**src/tmem_pkg.sv**
```systemverilog
/*
 * shared constants for the tagged memory
 * word, tag and check-bit widths, protect bit, service offsets
 * operation and service-select enums, parity check-bit function
 */
package tmem_pkg;

    localparam int DATA_W = 64;             // data word
    localparam int TAG_W  = 8;              // tag per word
    localparam int CHK_W  = 9;              // 8 byte parities + tag parity

    localparam int TAG_PROTECT_BIT = 3;     // set = store blocked unless forced

    // service locations, counted down from all-ones
    localparam int SVC_SYN_OFS   = 0;       // sticky syndrome, clear on read
    localparam int SVC_LADDR_OFS = 1;       // pointer saved at last strobe
    localparam int SVC_ECC_OFS   = 2;       // ecc mode register

    localparam int ECC_W       = 2;
    localparam int ECC_EN_BIT  = 0;         // check loads
    localparam int ECC_INJ_BIT = 1;         // flip byte-0 check bit on stores

    typedef enum logic [1:0] {
        OP_IDLE,
        OP_LATCH,                           // address strobe
        OP_LOAD,
        OP_STORE
    } tmem_op_e;

    typedef enum logic [1:0] {
        SVC_NONE,                           // plain memory word
        SVC_SYNDROME,
        SVC_LADDR,
        SVC_ECCMODE
    } tmem_svc_e;

    // even parity per data byte, tag parity in the top bit
    function automatic logic [CHK_W-1:0] calc_check(input logic [DATA_W-1:0] data,
                                                     input logic [TAG_W-1:0]  tag);
        logic [CHK_W-1:0] chk;
        for (int b = 0; b < DATA_W / 8; b++) begin
            chk[b] = ^data[b*8 +: 8];
        end
        chk[CHK_W-1] = ^tag;
        return chk;
    endfunction

endpackage
```
**src/tmem_service_regs.sv**
```systemverilog
/*
 * service locations at the top of the address space
 * ecc mode register, saved strobe address, sticky syndrome
 * read mux for service loads, zero extended to the data width
 */
module tmem_service_regs #(
    parameter int ADDR_W = 20
) (
    input  logic                          clk,
    input  logic                          i_arst_n,
    input  tmem_pkg::tmem_svc_e           i_svc_sel,    // location named by pointer
    input  logic                          i_svc_rd,     // service load
    input  logic                          i_svc_wr,     // service store
    input  logic [tmem_pkg::ECC_W-1:0]    i_wdata,      // low bits of the bus
    input  logic                          i_astb,       // address strobe pulse
    input  logic [ADDR_W-1:0]             i_old_addr,   // pointer before strobe
    input  logic                          i_syn_cap,    // checked load result valid
    input  logic [tmem_pkg::CHK_W-1:0]    i_syndrome,
    output logic [tmem_pkg::DATA_W-1:0]   o_rdata,
    output logic [tmem_pkg::ECC_W-1:0]    o_ecc_mode
);
    import tmem_pkg::*;

    logic [ECC_W-1:0]  ecc_q;
    logic [ADDR_W-1:0] laddr_q;
    logic [CHK_W-1:0]  syn_q;
    logic              syn_clr;
    logic [CHK_W-1:0]  syn_base;

    assign syn_clr  = i_svc_rd && (i_svc_sel == SVC_SYNDROME);  // read clears
    assign syn_base = syn_clr ? '0 : syn_q;

    always_ff @(posedge clk or negedge i_arst_n) begin
        if (!i_arst_n) begin
            ecc_q   <= '0;
            laddr_q <= '0;
            syn_q   <= '0;
        end else begin
            if (i_svc_wr && (i_svc_sel == SVC_ECCMODE))
                ecc_q <= i_wdata;
            if (i_astb)
                laddr_q <= i_old_addr;      // remember last r/w position
            // a capture in the same cycle as the clearing read survives
            if (i_syn_cap)
                syn_q <= syn_base | i_syndrome;
            else
                syn_q <= syn_base;
        end
    end

    assign o_ecc_mode = ecc_q;

    // read value, sequencer registers it
    always_comb begin
        case (i_svc_sel)
            SVC_SYNDROME: o_rdata = DATA_W'(syn_q);
            SVC_LADDR:    o_rdata = DATA_W'(laddr_q);
            SVC_ECCMODE:  o_rdata = DATA_W'(ecc_q);
            default:      o_rdata = '0;     // not a service location
        endcase
    end

endmodule

```
**config.mk**
```make
export PLATFORM = sky130hd
export DESIGN_NAME = tmem_service_regs
export DESIGN_NICKNAME = d
export VERILOG_FILES = /design/src/tmem_pkg.sv /design/src/tmem_service_regs.sv
export SDC_FILE = /design/constraint.sdc
export NUM_CORES = 1
export LEC_CHECK = 0
export BUFFER_PORTS_ARGS = -buffer_cell sky130_fd_sc_hd__buf_2
export CORE_ASPECT_RATIO = 0.6
export CORE_MARGIN = 2
export CORE_UTILIZATION = 38
export DETAILED_ROUTE_END_ITERATION = 12
export GPL_ROUTABILITY_DRIVEN = 0
export PLACE_DENSITY_LB_ADDON = 0.3
export SYNTH_ARGS = -nofsm -noshare
export SYNTH_HDL_FRONTEND = slang
export SYNTH_SLANG_ARGS = --single-unit
```
**constraint.sdc**
```tcl
create_clock -name clk -period 1.1 [get_ports clk]
set_clock_uncertainty 0.15 [all_clocks]
set_input_delay 0.22 -clock clk [delete_from_list [all_inputs] [get_ports clk]]
set_output_delay 0.22 -clock clk [all_outputs]
set_load 0.03 [all_outputs]
```
==> impl_metrics.yaml <==
synth:
  yosysWarnings: 0
  synth_top_area_cell: "dfrtp_1"
  synth_area_leaders: "dfrtp_1 (46%), buf_4 (20%), mux2_2 (15%)"
  synth_cell_type_count: 15
  netlist_area_um2: 1680
  yosysMostFrequentCell: "buf_4"
  synthCells: 139
  ys_async_sr_fraction_pct: 100
  synth_top_area_share_pct: 46.3
  yosysSeqAreaShare_pct: 46.3
  synth_edf_count: 0
  synthFlopType: "dfrtp_1"
  synthTopCellsByCount: "buf_4 (45), dfrtp_1 (31), mux2_2 (22)"
  postSynthAreaPerCell_um2: 12.1
  synth_seq_cells: 31
sta:
  setup_slack_ns: -0.563
  setup_violations: 22
  fmax_mhz: 601
  finalCriticalPeriod_ns: 1.66
  fin_crit_sh_pct: 151
  slew_viol_final: 0
  hold_viol: 0
  rsz0062_at_grt: "yes"
  finalSetupTns_ns: -6.58
cts:
  clockBufferDepth: 2
  cts.sinks: 31
  htree_levels: 2
  cts_root_buf: "clkbuf_8"
  clk_pin_slew_ns: 0.07
  clk_latency_ns: 0.27
  tritoncts: "done"
  numCtsBuffers: 5
placed_design:
  hpwl_um: 2470
  placed_cells: 266
  io_buffers: 60
  dp_slack_ns: -0.784
global_routing:
  antenna_found_initial: 0
  grt_max_degree: 32
  grt_overflow: 0
  grt_pass1_vias: 1156
  grt_use_total_pct: 15.1
  grt_pass1_wl_um: 5820
final_layout:
  fin_util_pct: 58.7
  final_cells: 284
  syn2layout_area_growth_pct: 45.9
  nFillCells: 374
  drive_gt1_share_pct: 60.7
  nets: 262
  antennaDiodeCount: 0
flow_run:
  cap_violations: 0
floorplan:
  die_w_um: 89.7
  dieArea_um2: 4970
  start_util_pct: 40.2
  die_h_um: 55.4
  io-pin-count: 105
  rows: 18
  core_area_um2: 4170
drt:
  wire_per_inst_um: 12.5
  viasPerCell: 4.13
  totalWireLength_um: 3560
  postRouteAntennaNets: 0
  vias: 1173
  dr.pass1.iters: 4
  drt_iter0_drc: 14
  drc: 0
pwr:
  power.density_nw_per_um2: 1320
  total_power_mw: 3.24
  leakage_nw: 1.26
  ir_drop_mv: 0.683
setup_path:
  cp.arrival_ns: 1.29
  worstSetupPathType: "register to output pin"
  required_ns: 0.73
  cp-start-kind: "register"
  end_kind: "output pin"
  crit_fanout: 2
outcome:
  violations: "setup timing"
  status: "finished, violations left"
min_path:
  hp-class: "input port to register"
sequential cells by signal, indices dropped and copies added (netlist names):
name	count
laddr_q	20
o_ecc_mode	2
syn_q	9
critical path, stage by stage (launching register included):
cell,delay (ns)
dfrtp_2,0.41
mux2_4,0.26
a22o_4,0.22
buf_6,0.13
final cells by class:
class / count / area (µm²) / area share (%)
Timing Repair Buffer: 83 / 677 / 27.7
Sequential cell: 31 / 778 / 31.8
Multi-Input combinational cell: 102 / 835 / 34.1
Clock buffer: 8 / 80.1 / 3.28
Tap cell: 60 / 75.1 / 3.07
cells by family after synthesis:
logic type	synth area share (%)
DFF	46.3
buffers and inverters	22.0
muxes	16.1
other	0.224
AOI/OAI and AO/OA	9.41
and+or+nand+nor	5.97
through the flow:
stage | hold WS [ns] | area [µm²]
floorplan | -0.226 | 1950
global placement | 0.0357 | 2100
detailed placement | 0.0341 | 2100
CTS | 0.00797 | 2430
global route | 0.00136 | 2440
finish | 0.0102 | 2440
power by group:
part           total, mW  internal [mW]  switching (mW)
sequential          1.35           1.27          0.0764
combinational       1.06          0.500           0.564
clock              0.829          0.449           0.380
total               3.24           2.22            1.02
placed cells by master, fill, tap and decap left out:
cell type / count
conb_1: 44
dfrtp_2: 2
buf_12: 2
dlygate4sd3_1: 1
a22o_1: 9
buf_2: 36
and2_2: 9
clkbuf_1: 3
mux2_4: 3
a22o_4: 9
nand3_1: 1
buf_6: 29
buf_4: 14
nand3b_4: 1
dfrtp_1: 29
mux2_1: 1
nor2b_4: 3
buf_8: 1
mux2_2: 20
clkbuf_8: 5
and2_4: 2
metal layers:
| metal | track usage (%) | up-vias | part of all wire [%] |
|---|---|---|---|
| met5 | 0 | - | 0 |
| met4 | 4.62 | 0 | 0 |
| met3 | 4.09 | 0 | 7.3 |
| met2 | 21.9 | 61 | 44 |
| met1 | 22.1 | 553 | 49 |
| li1 | - | 559 | - |
repair_timing:
item | CTS | global route
pin swaps | 4 | 2
setup endpoints to repair | 22 | 24
setup buffers | 8 | 2
cloned | 1 | 0
resized for setup | 58 | 2
endpoints found under the hold margin | 31 | 0
hold buffers | 1 | 0
final timing paths:
kind	from	endpoint	slack, ns	depth (start not counted)
worst max register to register	o_ecc_mode[0]	o_ecc_mode[0]	0.03	2
worst min register to register	laddr_q[19]	laddr_q[19]	0.35	1
worst max-delay path	o_ecc_mode[0]	o_rdata[0]	-0.56	3
worst min-delay path	i_wdata[0]	o_ecc_mode[0]	0.01	2
max in group asynchronous	i_arst_n	o_ecc_mode[1]	0.35	3
min in group asynchronous	i_arst_n	laddr_q[17]	0.27	3
No activity file was read; power rests on OpenSTA's default activity.
