## config.mk

```make
export PLATFORM = sky130hd
export DESIGN_NAME = tmem_sequencer
export DESIGN_NICKNAME = d
export VERILOG_FILES = /design/src/tmem_pkg.sv /design/src/tmem_sequencer.sv
export SDC_FILE = /design/constraint.sdc
export NUM_CORES = 1
export LEC_CHECK = 0
export BUFFER_PORTS_ARGS = -buffer_cell sky130_fd_sc_hd__clkbuf_2
export CAP_MARGIN = 20
export CORE_AREA = 2 2 171 173
export DETAILED_ROUTE_END_ITERATION = 6
export DIE_AREA = 0 0 173 175
export GPL_TIMING_DRIVEN = 1
export PLACE_DENSITY = 0.63
export SYNTH_ARGS = -nofsm -noshare
export SYNTH_HDL_FRONTEND = slang
export SYNTH_SLANG_ARGS = --single-unit
```

## constraint.sdc

```tcl
create_clock -name clk -period 5.8 [get_ports clk]
set_input_delay 0.58 -clock clk [delete_from_list [all_inputs] [get_ports clk]]
set_output_delay 0.58 -clock clk [all_outputs]
set_load 0.1 [all_outputs]
```

## src/tmem_pkg.sv

```systemverilog
/*
 * shared constants for the tagged memory
 * word, tag and check-bit widths, protect bit, service offsets
 * operation and service-select enums, parity check-bit function
 */
package tmem_pkg;

    localparam int DATA_W = 64;             // data word
    localparam int TAG_W  = 8;              // tag per word
    localparam int CHK_W  = 9;              // 8 byte parities + tag parity

    localparam int TAG_PROTECT_BIT = 3;     // set = store blocked unless forced

    // service locations, counted down from all-ones
    localparam int SVC_SYN_OFS   = 0;       // sticky syndrome, clear on read
    localparam int SVC_LADDR_OFS = 1;       // pointer saved at last strobe
    localparam int SVC_ECC_OFS   = 2;       // ecc mode register

    localparam int ECC_W       = 2;
    localparam int ECC_EN_BIT  = 0;         // check loads
    localparam int ECC_INJ_BIT = 1;         // flip byte-0 check bit on stores

    typedef enum logic [1:0] {
        OP_IDLE,
        OP_LATCH,                           // address strobe
        OP_LOAD,
        OP_STORE
    } tmem_op_e;

    typedef enum logic [1:0] {
        SVC_NONE,                           // plain memory word
        SVC_SYNDROME,
        SVC_LADDR,
        SVC_ECCMODE
    } tmem_svc_e;

    // even parity per data byte, tag parity in the top bit
    function automatic logic [CHK_W-1:0] calc_check(input logic [DATA_W-1:0] data,
                                                     input logic [TAG_W-1:0]  tag);
        logic [CHK_W-1:0] chk;
        for (int b = 0; b < DATA_W / 8; b++) begin
            chk[b] = ^data[b*8 +: 8];
        end
        chk[CHK_W-1] = ^tag;
        return chk;
    endfunction

endpackage
```

## src/tmem_sequencer.sv

```systemverilog
/*
 * bus sequencer for the tagged memory
 * strobe/load/store decode, batch word pointer, write protection
 * parity generation with error injection, load check one stage later
 * registered data and tag outputs
 */
module tmem_sequencer #(
    parameter int ADDR_W = 20
) (
    input  logic                          clk,
    input  logic                          i_arst_n,
    input  logic [tmem_pkg::DATA_W-1:0]   i_ad,         // shared address/data bus
    input  logic [tmem_pkg::TAG_W-1:0]    i_tag,
    input  logic                          i_astb,
    input  logic                          i_rd,
    input  logic                          i_wr,
    input  logic                          i_wforce,     // ignore protect bit
    input  logic [tmem_pkg::TAG_W-1:0]    i_arr_tag,
    input  logic [tmem_pkg::DATA_W-1:0]   i_arr_data,
    input  logic [tmem_pkg::CHK_W-1:0]    i_arr_chk,
    input  logic [tmem_pkg::DATA_W-1:0]   i_svc_data,
    input  logic [tmem_pkg::ECC_W-1:0]    i_ecc_mode,
    output logic [ADDR_W-1:0]             o_arr_addr,
    output logic                          o_arr_we,
    output logic                          o_arr_re,
    output logic [tmem_pkg::DATA_W-1:0]   o_arr_wdata,
    output logic [tmem_pkg::TAG_W-1:0]    o_arr_wtag,
    output logic [tmem_pkg::CHK_W-1:0]    o_arr_wchk,
    output tmem_pkg::tmem_svc_e           o_svc_sel,
    output logic                          o_svc_rd,
    output logic                          o_svc_wr,
    output logic                          o_astb,
    output logic [ADDR_W-1:0]             o_old_addr,
    output logic                          o_syn_cap,
    output logic [tmem_pkg::CHK_W-1:0]    o_syndrome,
    output logic [tmem_pkg::DATA_W-1:0]   o_data,
    output logic [tmem_pkg::TAG_W-1:0]    o_tag
);
    import tmem_pkg::*;

    localparam logic [ADDR_W-1:0] ADDR_SYN   = {ADDR_W{1'b1}} - ADDR_W'(SVC_SYN_OFS);
    localparam logic [ADDR_W-1:0] ADDR_LADDR = {ADDR_W{1'b1}} - ADDR_W'(SVC_LADDR_OFS);
    localparam logic [ADDR_W-1:0] ADDR_ECC   = {ADDR_W{1'b1}} - ADDR_W'(SVC_ECC_OFS);

    tmem_op_e          op;
    tmem_svc_e         svc_sel;
    logic [ADDR_W-1:0] ptr_q;           // batch word pointer
    logic              is_mem;          // addressed word is real memory
    logic              protected_w;     // protect bit of current word
    logic              store_ok;        // memory store allowed this cycle
    logic [TAG_W-1:0]  addr_tag;        // tag shown for a new position
    logic [DATA_W-1:0] svc_data_q;      // last service load result
    logic              src_mem_q;       // o_data from array registers
    logic              load_q;          // memory load one cycle ago
    logic              tag_follow_q;    // o_tag refresh after a store
    logic [CHK_W-1:0]  wchk;

    // strobe wins over read, read over write
    always_comb begin
        if (i_astb)
            op = OP_LATCH;
        else if (i_rd)
            op = OP_LOAD;
        else if (i_wr)
            op = OP_STORE;
        else
            op = OP_IDLE;
    end

    // a strobe looks ahead at the incoming address for the tag prefetch
    assign o_arr_addr = (op == OP_LATCH) ? i_ad[ADDR_W-1:0] : ptr_q;

    always_comb begin
        case (o_arr_addr)
            ADDR_SYN:   svc_sel = SVC_SYNDROME;
            ADDR_LADDR: svc_sel = SVC_LADDR;
            ADDR_ECC:   svc_sel = SVC_ECCMODE;
            default:    svc_sel = SVC_NONE;
        endcase
    end

    assign is_mem      = (svc_sel == SVC_NONE);
    assign addr_tag    = is_mem ? i_arr_tag : '0;   // service words have no tag
    assign protected_w = i_arr_tag[TAG_PROTECT_BIT];
    assign store_ok    = (op == OP_STORE) && is_mem && (i_wforce || !protected_w);

    // store path, byte-0 check bit flipped when injecting
    always_comb begin
        wchk    = calc_check(i_ad, i_tag);
        wchk[0] = wchk[0] ^ i_ecc_mode[ECC_INJ_BIT];
    end

    assign o_arr_we    = store_ok;
    assign o_arr_re    = (op == OP_LOAD) && is_mem;
    assign o_arr_wdata = i_ad;
    assign o_arr_wtag  = i_tag;
    assign o_arr_wchk  = wchk;

    // service side
    assign o_svc_sel  = svc_sel;
    assign o_svc_rd   = (op == OP_LOAD) && !is_mem;
    assign o_svc_wr   = (op == OP_STORE) && (svc_sel == SVC_ECCMODE);
    assign o_astb     = (op == OP_LATCH);
    assign o_old_addr = ptr_q;

    // check stage, o_tag still holds the loaded word's tag
    assign o_syndrome = calc_check(i_arr_data, o_tag) ^ i_arr_chk;
    assign o_syn_cap  = load_q && i_ecc_mode[ECC_EN_BIT];

    always_ff @(posedge clk or negedge i_arst_n) begin
        if (!i_arst_n) begin
            ptr_q        <= '0;
            o_tag        <= '0;
            svc_data_q   <= '0;
            src_mem_q    <= 1'b0;
            load_q       <= 1'b0;
            tag_follow_q <= 1'b0;
        end else begin
            load_q       <= o_arr_re;
            tag_follow_q <= store_ok;
            case (op)
                OP_LATCH: begin
                    ptr_q <= i_ad[ADDR_W-1:0];
                    o_tag <= addr_tag;              // early tag for protection
                end
                OP_LOAD: begin
                    if (is_mem) begin
                        src_mem_q <= 1'b1;
                        o_tag     <= i_arr_tag;
                        ptr_q     <= ptr_q + 1'b1;  // batch mode
                    end else begin
                        src_mem_q  <= 1'b0;
                        svc_data_q <= i_svc_data;   // pointer stays
                    end
                end
                default: begin
                    if (store_ok)
                        ptr_q <= ptr_q + 1'b1;
                    // show the next word's tag once the pointer moved on
                    if (tag_follow_q)
                        o_tag <= addr_tag;
                end
            endcase
        end
    end

    assign o_data = src_mem_q ? i_arr_data : svc_data_q;

endmodule

```

==> metrics.csv, run 1 <==
metric,value,unit
placed cell areas,0.00917,sq mm
Die Area,0.0303,sq mm
cts hold-fix bufs,0,
max-cap violation count,0,
initial antenna violation count,0,
"Req. time, crit path",5.22,ns
Sink Count,95,
Buffers on Ports,434,
Worst-Skew Late Latency,0.35,ns
Worst path most repeated cell,clkbuf_2,
core box area,0.0284,sq mm
Highest Clock Rate,260,MHz
Peak VDD IR,0.256,mV
die height,175,microns
final setup vio count,0,
final cycle utilization of the critical path,0.662,
Reg2Reg Depth,7,
H-Tree Level Count,3,
setup TNS,0,ns
asr flop ratio synth,1.00,
Worst Path Max Fanout,41,
status,"complete, no violations",
Worst Hold Class,primary input to asynchronous set/reset pin,
hold_ws,0.187,ns
Yosys cell types,57,
Row Count,62,
number of enable flip-flop cells after synthesis,0,
"Avg Cell Area, Syn",10.9,sq um
Resized cells post-CTS,0,
n_diodes,0,
Ports,435,
grt total ovfl,0,
post-route ant nets,0,
wire per inst,16.7,microns
P_leak,0.00485,uW
DR vias,6326,
Setup Buffers After CTS,0,
"Slowest-stage cell, CP",clkbuf_2,
vias per std cell,4.53,
synthesis-stage register bit count,95,
Final Skew,0.0108,ns
first-pass GRT wire length,35900,microns
dpl hpwl,18900,microns
crit start category,primary input,
Mapped Nets,886,
effective utilization at floorplan,0.252,
"CTS clk-pin slew, worst paths",0.08,ns
most common flop cell mapped by yosys,dfrtp_1,
CTS Root Cell,clkbuf_16,
Setup WS post-layout,1.96,ns
Slew @ Worst Pin,0.892,ns
vias in the first global route,6346,
slowest cell delay on critical path,0.66,ns
critical path cell sequence,clkbuf_2 > nand2_1 > o22ai_1 > o211ai_4 > nor2_4 > nand2_4 > inv_1 > clkbuf_2,
Post-Syn Area,0.00717,sq mm
largest net degree at the start of global routing,63,
critical path class,primary input to output port,
Synth Instances,660,
clock buffer depth,2,
DRC,0,
# fillers,2939,
final instance area,0.00947,sq mm
post-place setup slack,1.95,ns
Die Width,173,microns
final hold violations,0,
area grow syn2layout,32.1,%
Total Routing Usage GR,0.149,
TritonCTS clock tree,built,
fin nets,1235,
1st-iter DRT viols,298,
Tmin final,3.84,ns
RD Place Congestion,0.841,
RSZ-0062 raised after global routing,no,
FF/Latch Area,0.00238,sq mm
YS warnings,0,
Crit path arrival time,3.26,ns
Post-Route WL,23400,microns
multi-input logic area,0.00407,sq mm
Worst Setup End Kind,output port,
share of layout cells above drive strength 1,0.604,
Slew headroom,0.405,
post-synthesis sequential area ratio,0.332,
Slew Limit Fails,0,
power density cells,359,mW/mm^2
Num CTS Buffers,9,
First-pass DRT Iterations,4,
-- kinds of logic after synthesis --
group,count (synthesis),synth area share
xor+xnor,137,0.167
fa+ha+maj,1,0.00175
mux,146,0.249
flops,95,0.332
compound gates,69,0.0712
buf+inv,108,0.101
simple gates,104,0.0775
-- critical path, delay by kind of cell --
kind                   cells  cell delay, ns
buffers and inverters      3            1.27
AOI/OAI and AO/OA          2            0.54
and+or+nand+nor            3            0.82
-- final cells by class --
cell class              count  area share
clock buffers              10      0.0252
clock inverters             6     0.00687
inverters                   8     0.00317
multi-input cells         457       0.430
flip-flops and latches     95       0.251
well taps                 384      0.0507
repair buffers            438       0.233
-- layout by cell type (no fill, tap or decap), drive strengths merged, types with 2 or more instances in the layout --
| cell | Yosys | final |
|---|---|---|
| clkbuf | 13 | 443 |
| mux2 | 144 | 144 |
| xnor2 | 110 | 110 |
| dfrtp | 95 | 95 |
| xor2 | 27 | 27 |
| nor2 | 22 | 22 |
| nand2 | 19 | 19 |
| nor3 | 16 | 16 |
| o21ai | 14 | 14 |
| nand3 | 11 | 11 |
| nand4 | 10 | 10 |
| inv | 8 | 10 |
| a21oi | 9 | 9 |
| a22o | 8 | 8 |
| o31ai | 7 | 7 |
| and3 | 6 | 6 |
| o22ai | 5 | 5 |
| buf | 87 | 5 |
| nand2b | 4 | 4 |
| o21a | 4 | 4 |
| a2bb2oi | 4 | 4 |
| clkinv | 0 | 4 |
| and2 | 3 | 3 |
| o211ai | 3 | 3 |
| nor2b | 2 | 2 |
| mux2i | 2 | 2 |
| nor4 | 2 | 2 |
| and4 | 2 | 2 |
| a211oi | 2 | 2 |
| or2 | 2 | 2 |
| a41oi | 2 | 2 |
| or3 | 2 | 2 |
| a31oi | 2 | 2 |
| a211o | 2 | 2 |
-- flip-flops by register name (all words and copies together) (netlist names) --
signal	cells
load_q	1
src_mem_q	1
o_tag	8
svc_data_q	64
tag_follow_q	1
o_old_addr	20
-- path summary, 6_finish.rpt --
| kind | slack [ns] | to | start |
|---|---|---|---|
| max | 1.96 | o_svc_rd | i_astb |
| min | 0.19 | svc_data_q[20] | i_arst_n |
| max reg2reg | 2.90 | svc_data_q[0] | o_old_addr[2] |
| min reg2reg | 0.51 | svc_data_q[51] | svc_data_q[51] |
| max in group asynchronous | 4.37 | o_tag[6] | i_arst_n |
| min in group clk | 0.45 | o_tag[4] | i_arr_tag[4] |
-- where the power goes --
| group | total [uW] | internal (uW) | switching (uW) | leakage (uW) |
|---|---|---|---|---|
| Clock | 613 | 315 | 298 | 0.000149 |
| Combinational | 1990 | 362 | 1630 | 0.00344 |
| Sequential | 795 | 703 | 91.7 | 0.00126 |
-- through the flow --
stage / std cells / total power (uW) / utilization
final: 1398 / 3400 / 0.334
after global routing: 1398 / 3530 / 0.334
after CTS: 1398 / 3440 / 0.334
after detailed placement: 1382 / 2800 / 0.323
after global placement: 1382 / 2790 / 0.323
after floorplan: 660 / 2450 / -
-- per-layer routing --
layer	vias to the layer above	part of all wire	track usage	wire length (microns)
met4	0	0.010	0.0325	239
met1	3080	0.44	0.196	10300
met3	16	0.060	0.0307	1410
met5	-	0	0	0
met2	281	0.49	0.251	11400
li1	2949	-	-	-
-- synth_stat cells, types with 2 or more instances --
| master | instances | share of area |
|---|---|---|
| a211oi_1 | 2 | 0.0021 |
| a21oi_1 | 9 | 0.0063 |
| a22o_1 | 8 | 0.0098 |
| a2bb2oi_1 | 4 | 0.0049 |
| a31oi_1 | 2 | 0.0017 |
| a41oi_1 | 2 | 0.0024 |
| and2_1 | 3 | 0.0026 |
| and3_1 | 6 | 0.0052 |
| and4_1 | 2 | 0.0024 |
| buf_1 | 2 | 0.0010 |
| buf_2 | 7 | 0.0049 |
| buf_4 | 73 | 0.076 |
| buf_6 | 5 | 0.0079 |
| clkbuf_1 | 12 | 0.0063 |
| dfrtp_1 | 95 | 0.33 |
| inv_1 | 8 | 0.0042 |
| mux2_2 | 106 | 0.17 |
| mux2_4 | 38 | 0.080 |
| mux2i_1 | 2 | 0.0028 |
| nand2_1 | 18 | 0.0094 |
| nand2b_1 | 4 | 0.0035 |
| nand3_1 | 11 | 0.0077 |
| nand4_1 | 9 | 0.0079 |
| nor2_1 | 21 | 0.011 |
| nor2b_1 | 2 | 0.0017 |
| nor3_1 | 13 | 0.0091 |
| nor3_2 | 3 | 0.0042 |
| nor4_1 | 2 | 0.0017 |
| o211ai_1 | 2 | 0.0021 |
| o21a_1 | 4 | 0.0042 |
| o21ai_0 | 13 | 0.0091 |
| o22ai_1 | 5 | 0.0044 |
| o31ai_1 | 6 | 0.0063 |
| or2_2 | 2 | 0.0017 |
| or3_1 | 2 | 0.0017 |
| xnor2_1 | 110 | 0.13 |
| xor2_1 | 27 | 0.033 |
Note: power is estimated with default switching activity, not from simulation.
==> run 2, diff against run 1 <==
--- a/config.mk
+++ b/config.mk
@@ -7,11 +7,11 @@
 export LEC_CHECK = 0
 export BUFFER_PORTS_ARGS = -buffer_cell sky130_fd_sc_hd__clkbuf_2
 export CAP_MARGIN = 20
-export CORE_AREA = 2 2 171 173
+export CORE_AREA = 2 2 168 170
 export DETAILED_ROUTE_END_ITERATION = 6
-export DIE_AREA = 0 0 173 175
+export DIE_AREA = 0 0 170 172
 export GPL_TIMING_DRIVEN = 1
-export PLACE_DENSITY = 0.63
+export PLACE_DENSITY = 0.66
 export SYNTH_ARGS = -nofsm -noshare
 export SYNTH_HDL_FRONTEND = slang
 export SYNTH_SLANG_ARGS = --single-unit
==> constraint.sdc (replaced) <==
create_clock -name clk -period 3.2 [get_ports clk]
set_input_delay 0.32 -clock clk [delete_from_list [all_inputs] [get_ports clk]]
set_output_delay 0.32 -clock clk [all_outputs]
set_load 0.1 [all_outputs]
==> metrics.csv, run 2 (synthesized netlist as in run 1, its figures left out) <==
metric,value,unit,change
die height,172,microns,was 175 microns
combinational power share,0.582,,was 0.586
DR vias,6313,,was 6326
Slew Limit Fails,0,,unchanged
TritonCTS clock tree,built,,unchanged
effective utilization at floorplan,0.261,,was 0.252
R2R Setup Slk,0.78,ns,was 2.90 ns
Die Area,0.0292,sq mm,was 0.0303 sq mm
switching part of the total power,0.584,,was 0.594
final hold violations,0,,unchanged
vias in the first global route,6029,,was 6346
Buffers on Ports,434,,unchanged
Final Skew,0.0118,ns,was 0.0108 ns
max reg flops,64,,unchanged
H-Tree Level Count,3,,unchanged
max-cap violation count,0,,unchanged
worst setup path end,o_svc_rd,,unchanged
Pint,2590,uW,was 1380 uW
critical path cell sequence,nand2_1 > o21a_1 > a211o_2 > nor2_4 > nand2_4 > inv_1 > buf_12,,was clkbuf_2 > nand2_1 > o22ai_1 > o211ai_4 > nor2_4 > nand2_4 > inv_1 > clkbuf_2
vias per std cell,4.62,,was 4.53
share of layout cells above drive strength 1,0.620,,was 0.604
"CTS clk-pin slew, worst paths",0.08,ns,about the same
Worst-Skew Late Latency,0.34,ns,was 0.35 ns
Ports,435,,unchanged
largest net degree at the start of global routing,66,,was 63
Slew @ Worst Pin,0.900,ns,was 0.892 ns
RSZ-0062 raised after global routing,no,,unchanged
initial antenna violation count,0,,unchanged
1st-iter DRT viols,295,,was 298
Design Power,6230,uW,was 3400 uW
slowest cell delay on critical path,0.47,ns,was 0.66 ns
final cycle utilization of the critical path,0.837,,
cts hold-fix bufs,0,,unchanged
dpl hpwl,19200,microns,was 18900 microns
Resized cells post-CTS,0,,unchanged
Tmin final,2.68,ns,
Crit path arrival time,2.36,ns,was 3.26 ns
Total Routing Usage GR,0.150,,was 0.149
"Slowest-stage cell, CP",dfrtp_1,,was clkbuf_2
RD Place Congestion,0.886,,was 0.841
Worst Hold Class,primary input to asynchronous set/reset pin,,unchanged
post-route ant nets,0,,unchanged
Critical R2R Launch,o_old_addr[3],,was o_old_addr[2]
Post-Route WL,23700,microns,was 23400 microns
Final Util,0.350,,was 0.334
Critical Path Start,o_old_addr[3],,was i_astb
"Req. time, crit path",2.88,ns,was 5.22 ns
Highest Clock Rate,373,MHz,
Worst Path Max Fanout,12,,was 41
CTS Root Cell,clkbuf_16,,unchanged
clock buffer depth,2,,unchanged
P_leak,0.00491,uW,was 0.00485 uW
grt total ovfl,0,,unchanged
first-pass GRT wire length,34100,microns,was 35900 microns
Worst Setup End Kind,output port,,unchanged
status,"complete, no violations",,unchanged
Reg2Reg Depth,7,,unchanged
"commonest non-fill, non-tap cells in the layout","clkbuf_2, xnor2_1, mux2_2",,unchanged
area grow syn2layout,34.2,%,was 32.1%
Setup Buffers After CTS,0,,unchanged
GR Layer Usage met1,0.187,,was 0.196
RR Endpoint,svc_data_q[29],,was svc_data_q[0]
"most common cell after layout, fill and taps aside",clkbuf_2,,unchanged
Num CTS Buffers,9,,unchanged
Die Width,170,microns,was 173 microns
hold_ws,0.111,ns,was 0.187 ns
met3 Use GR,0.0323,,was 0.0307
n_diodes,0,,unchanged
final setup vio count,0,,unchanged
wire per inst,17.3,microns,was 16.7 microns
setup TNS,0,ns,unchanged
Sink Count,95,,unchanged
critical path class,flop to output port,,was primary input to output port
Row Count,61,,was 62
core box area,0.0275,sq mm,was 0.0284 sq mm
GR Util met2,0.268,,was 0.251
clock share of power,0.185,,was 0.180
DRC,0,,unchanged
power density cells,647,mW/mm^2,was 359 mW/mm^2
gr busiest metal,met2,,unchanged
sequential group share of total power,0.233,,was 0.234
Slew headroom,0.400,,was 0.405
First-pass DRT Iterations,4,,unchanged
P_sw,3640,uW,was 2020 uW
fin nets,1241,,was 1235
crit start category,flop,,was primary input
Peak VDD IR,0.579,mV,was 0.256 mV
most flop-heavy register,svc_data_q,,unchanged
[run 2: cell types whose count changed in the layout (fill, tap and decap cells not counted), moves of 4 or more]
| cell | before | now |
|---|---|---|
| buf_12 | 0 | 6 |
| buf_4 | 5 | 9 |
| clkbuf_2 | 433 | 429 |
| dfrtp_1 | 94 | 85 |
| dfrtp_2 | 1 | 10 |
[run 2: cell type report]
cell class              count  area, sq um
clock inverters             6         75.1
fillers                  2803        17900
well taps                 346          433
repair buffers            444         2330
clock buffers              10          239
inverters                   8         30.0
flip-flops and latches     95         2390
multi-input cells         457         4120
[run 2: worst min-delay path by stage]
stage | end | slack [ns] | depth (start not counted)
floorplan | load_q | 0.02 | 0
global placement | svc_data_q[46] | 0.49 | 1
detailed placement | svc_data_q[35] | 0.49 | 1
CTS | svc_data_q[16] | 0.13 | 1
global route | svc_data_q[17] | 0.17 | 1
finish | svc_data_q[56] | 0.11 | 1
[run 2: power by group through the flow]
stage	clock network, uW	logic [uW]	registers, uW
2_1_floorplan	0	2530	1940
3_5_place_dp	0	3640	1470
6_report	1150	3630	1450
5_1_grt	1250	3750	1470
3_3_place_gp	0	3630	1470
4_1_cts	1210	3650	1450
[run 2: worst max-delay path, delay by kind of cell, from the launching register on]
family                 cells  cell delay [ns]
AOI/OAI and AO/OA          2             0.63
and+or+nand+nor            3             0.56
DFF                        1             0.47
buffers and inverters      2             0.33
[run 2: metrics by stage]
stage	cell area, sq um	worst slack, ns	std cells
finish	9620	0.521	1366
floorplan	7230	-0.693	660
CTS	9620	0.490	1366
global placement	9310	0.620	1350
detailed placement	9310	0.541	1350
global route	9620	0.374	1366
[run 2: layer usage]
metal	wire length [microns]	part of all wire
met3	1690	0.072
met2	11700	0.49
met1	10000	0.42
met4	337	0.014
met5	0	0
==> run 3, diff against run 2 <==
--- a/config.mk
+++ b/config.mk
@@ -5,11 +5,12 @@
 export SDC_FILE = /design/constraint.sdc
 export NUM_CORES = 1
 export LEC_CHECK = 0
+export ABC_AREA = 1
 export BUFFER_PORTS_ARGS = -buffer_cell sky130_fd_sc_hd__clkbuf_2
 export CAP_MARGIN = 20
-export CORE_AREA = 2 2 168 170
+export CORE_AREA = 2 2 167 169
 export DETAILED_ROUTE_END_ITERATION = 6
-export DIE_AREA = 0 0 170 172
+export DIE_AREA = 0 0 169 171
 export GPL_TIMING_DRIVEN = 1
 export PLACE_DENSITY = 0.66
 export SYNTH_ARGS = -nofsm -noshare
==> constraint.sdc (replaced) <==
create_clock -name clk -period 2.42 [get_ports clk]
set_input_delay 0.242 -clock clk [delete_from_list [all_inputs] [get_ports clk]]
set_output_delay 0.242 -clock clk [all_outputs]
set_load 0.1 [all_outputs]
==> metrics.csv, run 3 <==
metric,value,unit,change
1st-iter DRT viols,526,,was 295
Highest Clock Rate,433,MHz,
number of enable flip-flop cells after synthesis,0,,unchanged
P_leak,0.00593,uW,was 0.00491 uW
crit start category,flop,,unchanged
initial antenna violation count,0,,unchanged
Slew @ Worst Pin,0.746,ns,was 0.900 ns
critical path cell sequence,nand2_1 > nand2_4 > nand2_1 > nor2_1 > nand2_1 > nor2_2 > nand2_2 > nand2_2 > nand2_2 > inv_4 > buf_12 > buf_16,,was nand2_1 > o21a_1 > a211o_2 > nor2_4 > nand2_4 > inv_1 > buf_12
Sink Count,95,,unchanged
Buffers on Ports,434,,unchanged
YS warnings,0,,unchanged
Die Width,169,microns,was 170 microns
synth cell count leaders,"nand2_1, xnor2_1, dfrtp_1, buf_4, xor2_1",,"was xnor2_1, mux2_2, dfrtp_1, buf_4, mux2_4"
Worst Hold Path Cells,3,,
core box area,0.0273,sq mm,was 0.0275 sq mm
vias in the first global route,7074,,was 6029
Critical R2R Launch,o_old_addr[15],,was o_old_addr[3]
n_diodes,0,,unchanged
post-synthesis sequential area ratio,0.335,,was 0.332
synthesis-stage register bit count,95,,unchanged
largest net degree at the start of global routing,65,,was 66
wire per inst,14.4,microns,was 17.3 microns
RD Place Congestion,0.885,,was 0.886
Ports,435,,unchanged
RSZ-0062 raised after global routing,yes,,was no
setup TNS,0,ns,unchanged
hold path start,i_svc_data[41],,
Synth Instances,1022,,was 660
final setup vio count,0,,unchanged
Crit path arrival time,2.07,ns,was 2.36 ns
dpl hpwl,20100,microns,was 19200 microns
Die Area,0.0289,sq mm,was 0.0292 sq mm
grt total ovfl,0,,unchanged
post-place setup slack,0.0268,ns,was 0.541 ns
critical path class,flop to output port,,unchanged
RR Endpoint,svc_data_q[56],,was svc_data_q[29]
Worst Path Max Fanout,6,,was 12
DR vias,7574,,was 6313
slowest cell delay on critical path,0.44,ns,was 0.47 ns
Post-Syn Area,0.00710,sq mm,was 0.00717 sq mm
Yosys cell types,29,,was 57
DRC,0,,unchanged
Worst Hold Class,primary input to flop,,was primary input to asynchronous set/reset pin
first-pass GRT wire length,38000,microns,was 34100 microns
Post-Route WL,25000,microns,was 23700 microns
Final Skew,0.0110,ns,was 0.0118 ns
die height,171,microns,was 172 microns
CTS Root Cell,clkbuf_16,,unchanged
TritonCTS clock tree,built,,unchanged
Setup WS post-layout,0.110,ns,was 0.521 ns
Reg2Reg Depth,12,,was 7
Worst Setup End Kind,output port,,unchanged
most common flop cell mapped by yosys,dfrtp_1,,unchanged
Slew headroom,0.503,,was 0.400
max reg flops,64,,unchanged
Worst-Skew Late Latency,0.35,ns,was 0.34 ns
"CTS clk-pin slew, worst paths",0.07,ns,was 0.08 ns
final hold violations,0,,unchanged
Peak VDD IR,0.473,mV,was 0.579 mV
Synth top area share,0.335,,was 0.332
share of layout cells above drive strength 1,0.393,,was 0.620
placed cell areas,0.0103,sq mm,was 0.00931 sq mm
Mapped Nets,1248,,was 886
Total Routing Usage GR,0.167,,was 0.150
Num CTS Buffers,9,,unchanged
fin nets,1614,,was 1241
asr flop ratio synth,1.00,,unchanged
"most common cell after layout, fill and taps aside",nand2_1,,was clkbuf_2
Row Count,61,,unchanged
"commonest non-fill, non-tap cells in the layout","nand2_1, clkbuf_2, xnor2_1",,"was clkbuf_2, xnor2_1, mux2_2"
post-route ant nets,0,,unchanged
final instance area,0.0108,sq mm,was 0.00962 sq mm
First-pass DRT Iterations,5,,was 4
H-Tree Level Count,3,,unchanged
power density cells,772,mW/mm^2,was 647 mW/mm^2
max-cap violation count,0,,unchanged
cell taking the most area after synthesis,dfrtp_1,,unchanged
largest cells by area after synthesis,"dfrtp_1, nand2_1, xnor2_1",,"was dfrtp_1, mux2_2, xnor2_1"
"Slowest-stage cell, CP",dfrtp_2,,was dfrtp_1
vias per std cell,4.36,,was 4.62
"Avg Cell Area, Syn",6.95,sq um,was 10.9 sq um
most common cell in the netlist,nand2_1,,was xnor2_1
effective utilization at floorplan,0.260,,was 0.261
Tmin final,2.31,ns,
R2R Setup Slk,0.24,ns,was 0.78 ns
Slew Limit Fails,0,,unchanged
"Req. time, crit path",2.18,ns,was 2.88 ns
area grow syn2layout,52.0,%,was 34.2%
most flop-heavy register,svc_data_q,,unchanged
final cycle utilization of the critical path,0.955,,
status,"complete, no violations",,unchanged
clock buffer depth,2,,unchanged
Hold EP,svc_data_q[41],,
==> run 3: changes by cell type after synthesis, moves of 8 or more <==
| cell | previous run | this run |
|---|---|---|
| nand4_1 | 9 | 24 |
| mux2_4 | 38 | 0 |
| nand3_1 | 11 | 19 |
| nand2_1 | 18 | 536 |
| a22o_1 | 8 | 0 |
| nor3_1 | 13 | 2 |
| inv_1 | 8 | 27 |
| nand2_2 | 1 | 9 |
| mux2_2 | 106 | 0 |
==> run 3: cells by family after synthesis <==
| logic type | Yosys count | share of synthesized area |
|---|---|---|
| AO/OA/AOI/OAI | 30 | 0.0231 |
| XOR/XNOR | 136 | 0.168 |
| adder cells (fa/ha/maj) | 1 | 0.00176 |
| buffers and inverters | 145 | 0.129 |
| flip-flops | 95 | 0.335 |
| AND/OR/NAND/NOR | 615 | 0.343 |
==> run 3: metrics by stage <==
stage                     hold WS, ns  cells   util  power (uW)
after floorplan               -0.0536   1022      -        5690
after global placement          0.286   1706  0.377        6860
after detailed placement        0.291   1706  0.377        6870
after CTS                      0.0629   1728  0.391        8390
after global routing           0.0713   1739  0.395        8680
final                          0.0842   1739  0.395        8330
==> run 3: final cells by class <==
cell class              instances  area [sq um]
fillers                      2797         16500
multi-input cells             782          3920
repair buffers                470          3600
flip-flops and latches         95          2410
well taps                     346           433
clock buffers                   9           225
inverters                      30           130
clock inverters                 7          78.8
==> run 3: what timing repair did <==
item / CTS / global route
hold endpoints to repair: 41 / 0
gates cloned: 1 / 0
buffers inserted: 4 / 11
pin swaps: 2 / 3
hold buffers: 1 / 0
endpoints found under the setup margin: 2 / 4
gates resized for setup: 2 / 6
==> run 3: metal layers <==
metal	track usage	part of all wire	vias up
li1	-	-	3796
met1	0.213	0.42	3478
met2	0.288	0.50	287
met3	0.0416	0.074	13
met4	0.0297	0.0059	0
met5	0	0	-
==> run 3: worst max path at each step <==
stage / start / end / slack, ns / cells past startpoint
floorplan: o_old_addr[5] / load_q / -0.30 / 10
global placement: i_astb / svc_data_q[4] / 0.11 / 15
detailed placement: i_astb / svc_data_q[29] / 0.03 / 15
CTS: o_old_addr[5] / o_svc_rd / 0.005 / 12
global route: o_old_addr[1] / o_svc_rd / -0.03 / 13
finish: o_old_addr[15] / o_svc_rd / 0.11 / 12
==> run 3: power breakdown <==
part | internal, uW | leakage [uW] | switching (uW)
clock network | 811 | 0.000139 | 655
registers | 1670 | 0.00125 | 97.5
logic | 1180 | 0.00454 | 3920
total | 3650 | 0.00593 | 4680
==> run 3: critical path, delay by kind of cell, from the launching register on <==
family        cells  cell delay, ns
buf+inv           3            0.37
flops             1            0.44
simple gates      9            0.90
